File: src/breakoutPkg.sv
`default_nettype none

package breakoutPkg;

    // screen coordinates cover 640x480
    localparam int XW = 10;
    localparam int YW = 9;
    localparam int ColourW = 3;

    localparam int NumBricks = 12;
    localparam int BrickIdxW = 4;
    localparam int BrickCols = 4;
    localparam int BrickRows = 3;

    localparam logic [XW-1:0] ScreenW = 10'd640;

    localparam logic [XW-1:0] BrickW = 10'd120;
    localparam logic [YW-1:0] BrickH = 9'd40;

    // entry 0 is the leftmost column and the top row
    localparam logic [BrickCols-1:0][XW-1:0] BrickX0 = {10'd440, 10'd300, 10'd160, 10'd20};
    localparam logic [BrickRows-1:0][YW-1:0] BrickY0 = {9'd140, 9'd80, 9'd20};

    // brick 11 first, brick 0 last
    localparam logic [NumBricks-1:0][ColourW-1:0] BrickColour = {
        3'd5, 3'd3, 3'd5, 3'd5,
        3'd4, 3'd1, 3'd4, 3'd2,
        3'd2, 3'd4, 3'd5, 3'd4
    };

    localparam logic [XW-1:0] PaddleW = 10'd80;
    localparam logic [YW-1:0] PaddleH = 9'd20;
    localparam logic [YW-1:0] PaddleY = 9'd440;
    localparam logic [XW-1:0] PaddleStep = 10'd8;
    localparam logic [XW-1:0] PaddleXMax = ScreenW - PaddleW;
    localparam logic [XW-1:0] PaddleXInit = 10'd280;

    localparam logic [ColourW-1:0] ColourBlack = 3'd0;
    localparam logic [ColourW-1:0] ColourPaddle = 3'd7;

    typedef enum logic [1:0] {
        opPopulate = 2'd0,
        opRemove = 2'd1,
        opMovePaddle = 2'd2,
        opRedrawPaddle = 2'd3
    } opcode_t;

endpackage

`default_nettype wire
File: src/breakoutDatapath.sv
`timescale 1ns/1ps
`default_nettype none

module breakoutDatapath (
    input wire logic clk,
    input wire logic ld_resetInitial,
    input wire logic cmdValid,
    input wire breakoutPkg::opcode_t cmdOp,
    input wire logic [breakoutPkg::BrickIdxW-1:0] cmdBrick,
    input wire logic left,
    input wire logic right,
    input wire logic pixReady,
    output logic cmdReady,
    output logic pixValid,
    output logic [breakoutPkg::XW-1:0] pixX,
    output logic [breakoutPkg::YW-1:0] pixY,
    output logic [breakoutPkg::ColourW-1:0] pixColour,
    output logic [breakoutPkg::NumBricks-1:0] brickAlive
);

    logic [breakoutPkg::BrickIdxW-1:0] brickIdx;
    logic brickClear;
    logic [breakoutPkg::XW-1:0] brickOriginX;
    logic [breakoutPkg::YW-1:0] brickOriginY;
    logic [breakoutPkg::ColourW-1:0] brickColour;
    logic paddleMove;
    logic [breakoutPkg::XW-1:0] paddleX;
    logic [breakoutPkg::XW-1:0] oldPaddleX;
    logic rectValid;
    logic rectReady;
    logic [breakoutPkg::XW-1:0] rectX;
    logic [breakoutPkg::YW-1:0] rectY;
    logic [breakoutPkg::XW-1:0] rectW;
    logic [breakoutPkg::YW-1:0] rectH;
    logic [breakoutPkg::ColourW-1:0] rectColour;

    drawSequencer drawSequencer_inst (
        .clk(clk),
        .ld_resetInitial(ld_resetInitial),
        .cmdValid(cmdValid),
        .cmdOp(cmdOp),
        .cmdBrick(cmdBrick),
        .brickOriginX(brickOriginX),
        .brickOriginY(brickOriginY),
        .brickColour(brickColour),
        .brickAlive(brickAlive),
        .paddleX(paddleX),
        .oldPaddleX(oldPaddleX),
        .rectReady(rectReady),
        .cmdReady(cmdReady),
        .brickIdx(brickIdx),
        .brickClear(brickClear),
        .paddleMove(paddleMove),
        .rectValid(rectValid),
        .rectX(rectX),
        .rectY(rectY),
        .rectW(rectW),
        .rectH(rectH),
        .rectColour(rectColour)
    );

    brickTable brickTable_inst (
        .clk(clk),
        .ld_resetInitial(ld_resetInitial),
        .brickClear(brickClear),
        .brickIdx(brickIdx),
        .brickOriginX(brickOriginX),
        .brickOriginY(brickOriginY),
        .brickColour(brickColour),
        .brickAlive(brickAlive)
    );

    paddleTracker paddleTracker_inst (
        .clk(clk),
        .ld_resetInitial(ld_resetInitial),
        .paddleMove(paddleMove),
        .left(left),
        .right(right),
        .paddleX(paddleX),
        .oldPaddleX(oldPaddleX)
    );

    rectFill rectFill_inst (
        .clk(clk),
        .ld_resetInitial(ld_resetInitial),
        .rectValid(rectValid),
        .rectX(rectX),
        .rectY(rectY),
        .rectW(rectW),
        .rectH(rectH),
        .rectColour(rectColour),
        .pixReady(pixReady),
        .rectReady(rectReady),
        .pixValid(pixValid),
        .pixX(pixX),
        .pixY(pixY),
        .pixColour(pixColour)
    );

endmodule

`default_nettype wire

File: src/drawSequencer.sv
`timescale 1ns/1ps
`default_nettype none

module drawSequencer (
    input wire logic clk,
    input wire logic ld_resetInitial,
    input wire logic cmdValid,
    input wire breakoutPkg::opcode_t cmdOp,
    input wire logic [breakoutPkg::BrickIdxW-1:0] cmdBrick,
    input wire logic [breakoutPkg::XW-1:0] brickOriginX,
    input wire logic [breakoutPkg::YW-1:0] brickOriginY,
    input wire logic [breakoutPkg::ColourW-1:0] brickColour,
    input wire logic [breakoutPkg::NumBricks-1:0] brickAlive,
    input wire logic [breakoutPkg::XW-1:0] paddleX,
    input wire logic [breakoutPkg::XW-1:0] oldPaddleX,
    input wire logic rectReady,
    output logic cmdReady,
    output logic [breakoutPkg::BrickIdxW-1:0] brickIdx,
    output logic brickClear,
    output logic paddleMove,
    output logic rectValid,
    output logic [breakoutPkg::XW-1:0] rectX,
    output logic [breakoutPkg::YW-1:0] rectY,
    output logic [breakoutPkg::XW-1:0] rectW,
    output logic [breakoutPkg::YW-1:0] rectH,
    output logic [breakoutPkg::ColourW-1:0] rectColour
);

    typedef enum logic [1:0] {
        sIdle,
        sDecode,
        sIssue,
        sWait
    } state_t;

    state_t state;
    breakoutPkg::opcode_t opReg;
    logic [breakoutPkg::BrickIdxW-1:0] brickReg;
    logic drawPending;
    logic accept;
    logic skipDraw;
    logic isPaddleOp;

    assign cmdReady = (state == sIdle) && rectReady;
    assign accept = cmdValid && cmdReady;

    // the clear and the move land on the accepting edge, so the table looks at cmdBrick then
    assign brickIdx = (state == sIdle) ? cmdBrick : brickReg;
    assign brickClear = accept && (cmdOp == breakoutPkg::opRemove);
    assign paddleMove = accept && (cmdOp == breakoutPkg::opMovePaddle);
    assign rectValid = (state == sIssue);

    assign isPaddleOp = (opReg == breakoutPkg::opMovePaddle) ||
                        (opReg == breakoutPkg::opRedrawPaddle);
    assign skipDraw = (opReg == breakoutPkg::opPopulate) &&
                      ((brickReg >= breakoutPkg::NumBricks) || !brickAlive[brickReg]);

    always_ff @(posedge clk)
    begin
        if (ld_resetInitial)
        begin
            state <= sIdle;
            drawPending <= 1'b0;
        end
        else
        begin
            case (state)
                sIdle:
                begin
                    if (accept)
                    begin
                        state <= sDecode;
                    end
                end
                sDecode:
                begin
                    state <= skipDraw ? sIdle : sIssue;
                    drawPending <= isPaddleOp;
                end
                sIssue:
                begin
                    if (rectReady)
                    begin
                        state <= sWait;
                    end
                end
                default:
                begin
                    // rectReady comes back once the last pixel of the pass is taken
                    if (rectReady)
                    begin
                        state <= drawPending ? sIssue : sIdle;
                        drawPending <= 1'b0;
                    end
                end
            endcase
        end
    end

    always_ff @(posedge clk)
    begin
        if (accept)
        begin
            opReg <= cmdOp;
            brickReg <= cmdBrick;
        end
        if (state == sDecode)
        begin
            if (isPaddleOp)
            begin
                // paddle commands start with the erase pass
                rectX <= oldPaddleX;
                rectY <= breakoutPkg::PaddleY;
                rectW <= breakoutPkg::PaddleW;
                rectH <= breakoutPkg::PaddleH;
                rectColour <= breakoutPkg::ColourBlack;
            end
            else
            begin
                rectX <= brickOriginX;
                rectY <= brickOriginY;
                rectW <= breakoutPkg::BrickW;
                rectH <= breakoutPkg::BrickH;
                if (opReg == breakoutPkg::opRemove)
                begin
                    rectColour <= breakoutPkg::ColourBlack;
                end
                else
                begin
                    rectColour <= brickColour;
                end
            end
        end
        else if ((state == sWait) && rectReady && drawPending)
        begin
            rectX <= paddleX;
            rectColour <= breakoutPkg::ColourPaddle;
        end
    end

endmodule

`default_nettype wire

File: src/rectFill.sv
`timescale 1ns/1ps
`default_nettype none

module rectFill (
    input wire logic clk,
    input wire logic ld_resetInitial,
    input wire logic rectValid,
    input wire logic [breakoutPkg::XW-1:0] rectX,
    input wire logic [breakoutPkg::YW-1:0] rectY,
    input wire logic [breakoutPkg::XW-1:0] rectW,
    input wire logic [breakoutPkg::YW-1:0] rectH,
    input wire logic [breakoutPkg::ColourW-1:0] rectColour,
    input wire logic pixReady,
    output logic rectReady,
    output logic pixValid,
    output logic [breakoutPkg::XW-1:0] pixX,
    output logic [breakoutPkg::YW-1:0] pixY,
    output logic [breakoutPkg::ColourW-1:0] pixColour
);

    logic busy;
    logic rectTake;
    logic pixTake;
    logic lastCol;
    logic lastRow;
    logic [breakoutPkg::XW-1:0] xOrg;
    logic [breakoutPkg::XW-1:0] xEnd;
    logic [breakoutPkg::YW-1:0] yEnd;

    assign rectReady = !busy;
    assign pixValid = busy;
    assign rectTake = rectValid && rectReady;
    assign pixTake = busy && pixReady;
    assign lastCol = (pixX == xEnd);
    assign lastRow = (pixY == yEnd);

    always_ff @(posedge clk)
    begin
        if (ld_resetInitial)
        begin
            busy <= 1'b0;
        end
        else if (rectTake)
        begin
            busy <= 1'b1;
        end
        else if (pixTake && lastCol && lastRow)
        begin
            busy <= 1'b0;
        end
    end

    // pixX and pixY are the pixel on offer and only move once it is taken
    always_ff @(posedge clk)
    begin
        if (rectTake)
        begin
            xOrg <= rectX;
            xEnd <= rectX + rectW - 1'b1;
            yEnd <= rectY + rectH - 1'b1;
            pixX <= rectX;
            pixY <= rectY;
            pixColour <= rectColour;
        end
        else if (pixTake)
        begin
            if (lastCol)
            begin
                pixX <= xOrg;
                pixY <= pixY + 1'b1;
            end
            else
            begin
                pixX <= pixX + 1'b1;
            end
        end
    end

endmodule

`default_nettype wire

File: src/paddleTracker.sv
`timescale 1ns/1ps
`default_nettype none

module paddleTracker (
    input wire logic clk,
    input wire logic ld_resetInitial,
    input wire logic paddleMove,
    input wire logic left,
    input wire logic right,
    output logic [breakoutPkg::XW-1:0] paddleX,
    output logic [breakoutPkg::XW-1:0] oldPaddleX
);

    logic stepLeft;
    logic stepRight;

    // pressing both buttons cancels out
    assign stepLeft = left && !right;
    assign stepRight = right && !left;

    always_ff @(posedge clk)
    begin
        if (ld_resetInitial)
        begin
            paddleX <= breakoutPkg::PaddleXInit;
            oldPaddleX <= breakoutPkg::PaddleXInit;
        end
        else if (paddleMove)
        begin
            oldPaddleX <= paddleX;
            if (stepRight)
            begin
                if (paddleX >= breakoutPkg::PaddleXMax - breakoutPkg::PaddleStep)
                begin
                    paddleX <= breakoutPkg::PaddleXMax;
                end
                else
                begin
                    paddleX <= paddleX + breakoutPkg::PaddleStep;
                end
            end
            else if (stepLeft)
            begin
                // stop at the left edge rather than wrap
                if (paddleX < breakoutPkg::PaddleStep)
                begin
                    paddleX <= '0;
                end
                else
                begin
                    paddleX <= paddleX - breakoutPkg::PaddleStep;
                end
            end
        end
    end

endmodule

`default_nettype wire

File: src/brickTable.sv
`timescale 1ns/1ps
`default_nettype none

module brickTable (
    input wire logic clk,
    input wire logic ld_resetInitial,
    input wire logic brickClear,
    input wire logic [breakoutPkg::BrickIdxW-1:0] brickIdx,
    output logic [breakoutPkg::XW-1:0] brickOriginX,
    output logic [breakoutPkg::YW-1:0] brickOriginY,
    output logic [breakoutPkg::ColourW-1:0] brickColour,
    output logic [breakoutPkg::NumBricks-1:0] brickAlive
);

    logic [1:0] colIdx;
    logic [breakoutPkg::BrickIdxW-3:0] rowIdx;

    // four bricks per row, so the low two bits pick the column
    assign colIdx = brickIdx[1:0];
    assign rowIdx = brickIdx[breakoutPkg::BrickIdxW-1:2];

    always_ff @(posedge clk)
    begin
        if (ld_resetInitial)
        begin
            brickAlive <= '1;
        end
        else if (brickClear && (brickIdx < breakoutPkg::NumBricks))
        begin
            brickAlive[brickIdx] <= 1'b0;
        end
    end

    always_comb
    begin
        brickOriginX = breakoutPkg::BrickX0[colIdx];
        brickOriginY = breakoutPkg::BrickY0[0];
        brickColour = breakoutPkg::ColourBlack;
        // indices past the last brick fall back to row 0 and black
        if (rowIdx < breakoutPkg::BrickRows)
        begin
            brickOriginY = breakoutPkg::BrickY0[rowIdx];
        end
        if (brickIdx < breakoutPkg::NumBricks)
        begin
            brickColour = breakoutPkg::BrickColour[brickIdx];
        end
    end

endmodule

`default_nettype wire

File: config.mk
export PLATFORM = sky130hd
export DESIGN_NAME = breakoutDatapath
export DESIGN_NICKNAME = d
export VERILOG_FILES = /design/src/breakoutPkg.sv /design/src/breakoutDatapath.sv /design/src/drawSequencer.sv /design/src/rectFill.sv /design/src/paddleTracker.sv /design/src/brickTable.sv
export SDC_FILE = /design/constraint.sdc
export NUM_CORES = 1
export LEC_CHECK = 0
export ABC_AREA = 1
export BUFFER_PORTS_ARGS = -buffer_cell sky130_fd_sc_hd__buf_2
export CAP_MARGIN = 15
export CORE_MARGIN = 2
export CORE_UTILIZATION = 36
export CTS_CLUSTER_SIZE = 30
export DETAILED_ROUTE_END_ITERATION = 10
export SYNTH_ARGS = -nofsm -noshare
export SYNTH_HDL_FRONTEND = slang
export SYNTH_SLANG_ARGS = --single-unit
File: constraint.sdc
create_clock -name clk -period 3.41 [get_ports clk]
set_input_delay 0.682 -clock clk [delete_from_list [all_inputs] [get_ports clk]]
set_output_delay 0.682 -clock clk [all_outputs]
set_load 0.02 [all_outputs]
==> qor.txt <==
status: finished clean
initial antenna violation count: 0
post-synthesis cell type count: 34
fin. max-slew vios: 0
Synth top area share: 0.3920
die area: 16330 um^2
Worst Path Required: 3500 ps
Hold Fails Final Rpt: 0
H-tree depth: 3
Sink Count: 102
core area: 15090 um^2
Worst Path Max Fanout: 3
DP Area: 5978 um^2
HP Class: register to register
most frequent cell after synthesis: nand2_1
Yosys reg bits: 102
main combinational cell family by area after synthesis: simple AND/OR/NAND/NOR gates
Synth Instances: 643
CTS Root Cell: clkbuf_16
Post-Synth Simple-Gate Area: 0.2148
Filler Cells Inserted: 1527
length of the first detailed-routing pass in iterations: 4
PwrDens: 525.9 nW/um^2
critical path startpoint category: register
mean routed wirelength per cell: 13.10 um
Final Setup Violations: 0
Ys Warns: 0
Die Span Y: 127.8 um
via count: 4298
first-pass GRT wire length: 19220 um
unrepaired setup endpoints after global routing: no
n_diodes: 0
Worst-Margin Slew: 658.5 ps
clock buffer count from CTS: 9
Routed Antenna Nets: 0
Max Root-Sink Buffers: 2
drt first-iter violations: 377
Nets: 735
vias in the first global route: 3998
I/O Buffers: 47
cell taking the most area after synthesis: edfxtp_1
Mapped Area: 5515 um^2
grt ovf: 0
largest net degree at the start of global routing: 43
CTS resizes: 0
Cells after DPL: 872
syn_nets: 683
Overall Global Routing Usage: 0.1455
Fin Clk Skew: 4.610 ps
mux share of post-synthesis cell area: 0
sequential area share after synthesis: 0.5009
Pleak: 0.002818 uW
DRT Wirelength: 11630 um
multi-input logic area: 2332 um^2
Sequential Area: 2763 um^2
worst hold slack: 450.0 ps
fmax: 444.5 MHz
DRC: 0
share of layout cells above drive strength 1: 0.1157
synthesized area per cell: 8.577 um^2
Area Overhead vs Synth: 14.54%
ys async rst share: 0
TritonCTS clock tree: yes
adder-cell area share of the yosys netlist: 0.06624
TNS Setup: 0 ps
number of flops mapped to enable cells by yosys: 72
synth cell count leaders: 168 x nand2_1, 98 x inv_1, 72 x edfxtp_1
Clock Latency Late Sink: 340 ps
DR vias/cell: 4.840
Synth Flop Type: edfxtp_1
Post-CTS Hold Buffers: 0
top cells by area, synth: edfxtp_1 39%, nand2_1 11%, dfxtp_1 11%
area share of xor/xnor cells in the synthesized design: 0.05082
CP Capture Type: register
Post-CTS Setup Bufs: 0
crit path time final: 2250 ps
VDD IR max: 0.3439 mV
Initial Utilization: 0.3655
crit share post-route: 0.6598
non-filler instance count after layout: 888
Max-Cap Viols: 0
Synth Area in Compound Gates: 0.08848
CP arrival: 2340 ps
critical path type: register to register
Finished Cell Area: 6317 um^2
Die Wd: 127.8 um
gpl congestion: 0.9178
I/O pins: 48
row count: 45
max_slew headroom: 0.5605
placed wire-length estimate: 8941 um
Clock transition at path regs: 60 ps
[routing by layer]
layer / vias up / GRT usage / part of all wire
li1: 2195 / - / -
met5: - / 0 / 0
met1: 1982 / 0.1982 / 0.49
met3: 11 / 0.02546 / 0.037
met2: 110 / 0.2388 / 0.46
met4: 0 / 0.04202 / 0.012
[kinds of logic (layout without fill, tap and decap cells)]
logic type               count (synthesis)  count (layout)
AND/OR/NAND/NOR                        279             279
buffers and inverters                  111             168
flip-flops                             102             102
AO/OA/AOI/OAI                           89              89
XOR/XNOR                                32              32
adder cells (fa/ha/maj)                 28              28
other                                    2               2
[sequential cells by signal, summed over array words and instances (netlist names), 7 cells and up]
name,cells
rectFill_inst.yEnd,7
paddleTracker_inst.paddleX,7
rectFill_inst.xEnd,9
rectFill_inst.pixX,10
drawSequencer_inst.rectX,9
rectFill_inst.xOrg,9
brickTable_inst.brickAlive,12
rectFill_inst.pixY,9
paddleTracker_inst.oldPaddleX,7
[worst max-delay path: stages, from the launching register on]
cell      delay [ps]
edfxtp_1         420
inv_1            110
ha_1             270
fa_1             480
o21ai_0          300
a21oi_1          110
nor2_1           120
nor2_1            70
xor2_1           130
[final timing paths]
kind / startpoint / slack (ps) / depth (start not counted) / endpoint
max reg2reg: drawSequencer_inst.rectY[7] / 1160 / 8 / rectFill_inst.yEnd[8]
min reg2reg: drawSequencer_inst.rectColour[0] / 450 / 0 / rectFill_inst.pixColour[0]
max: drawSequencer_inst.rectY[7] / 1160 / 8 / rectFill_inst.yEnd[8]
min: drawSequencer_inst.rectColour[0] / 450 / 0 / rectFill_inst.pixColour[0]
[where the power goes]
group / leakage [uW] / switching (uW) / total [uW] / internal [uW]
Clock: 0.000159 / 437 / 1150 / 716
Combinational: 0.00176 / 400 / 609 / 209
Sequential: 0.000902 / 85.6 / 1560 / 1470
Total: 0.00282 / 923 / 3320 / 2400
[area by class of cell]
cell class | count | area share
Inverter | 101 | 0.06061
Multi-Input combinational cell | 430 | 0.3692
Sequential cell | 102 | 0.4373
Tap cell | 188 | 0.03724
Clock inverter | 6 | 0.01743
Timing Repair Buffer | 51 | 0.04199
Clock buffer | 10 | 0.03624
[stage by stage]
step	util	setup WS (ps)	power (uW)
CTS	0.4187	1159	3359
detailed placement	0.3962	1170	2198
global route	0.4187	1009	3500
floorplan	-	1162	2019
finish	0.4187	1160	3322
global placement	0.3962	1276	2179
[layout by cell type (no fill, tap or decap), types with 26 or more instances in the layout]
cell / count
nor2_1: 53
ha_1: 26
edfxtp_1: 72
dfxtp_1: 30
inv_1: 98
nand3_1: 39
buf_2: 47
xor2_1: 26
nand2_1: 168
o21ai_0: 42
No activity file was read; power rests on OpenSTA's default activity.
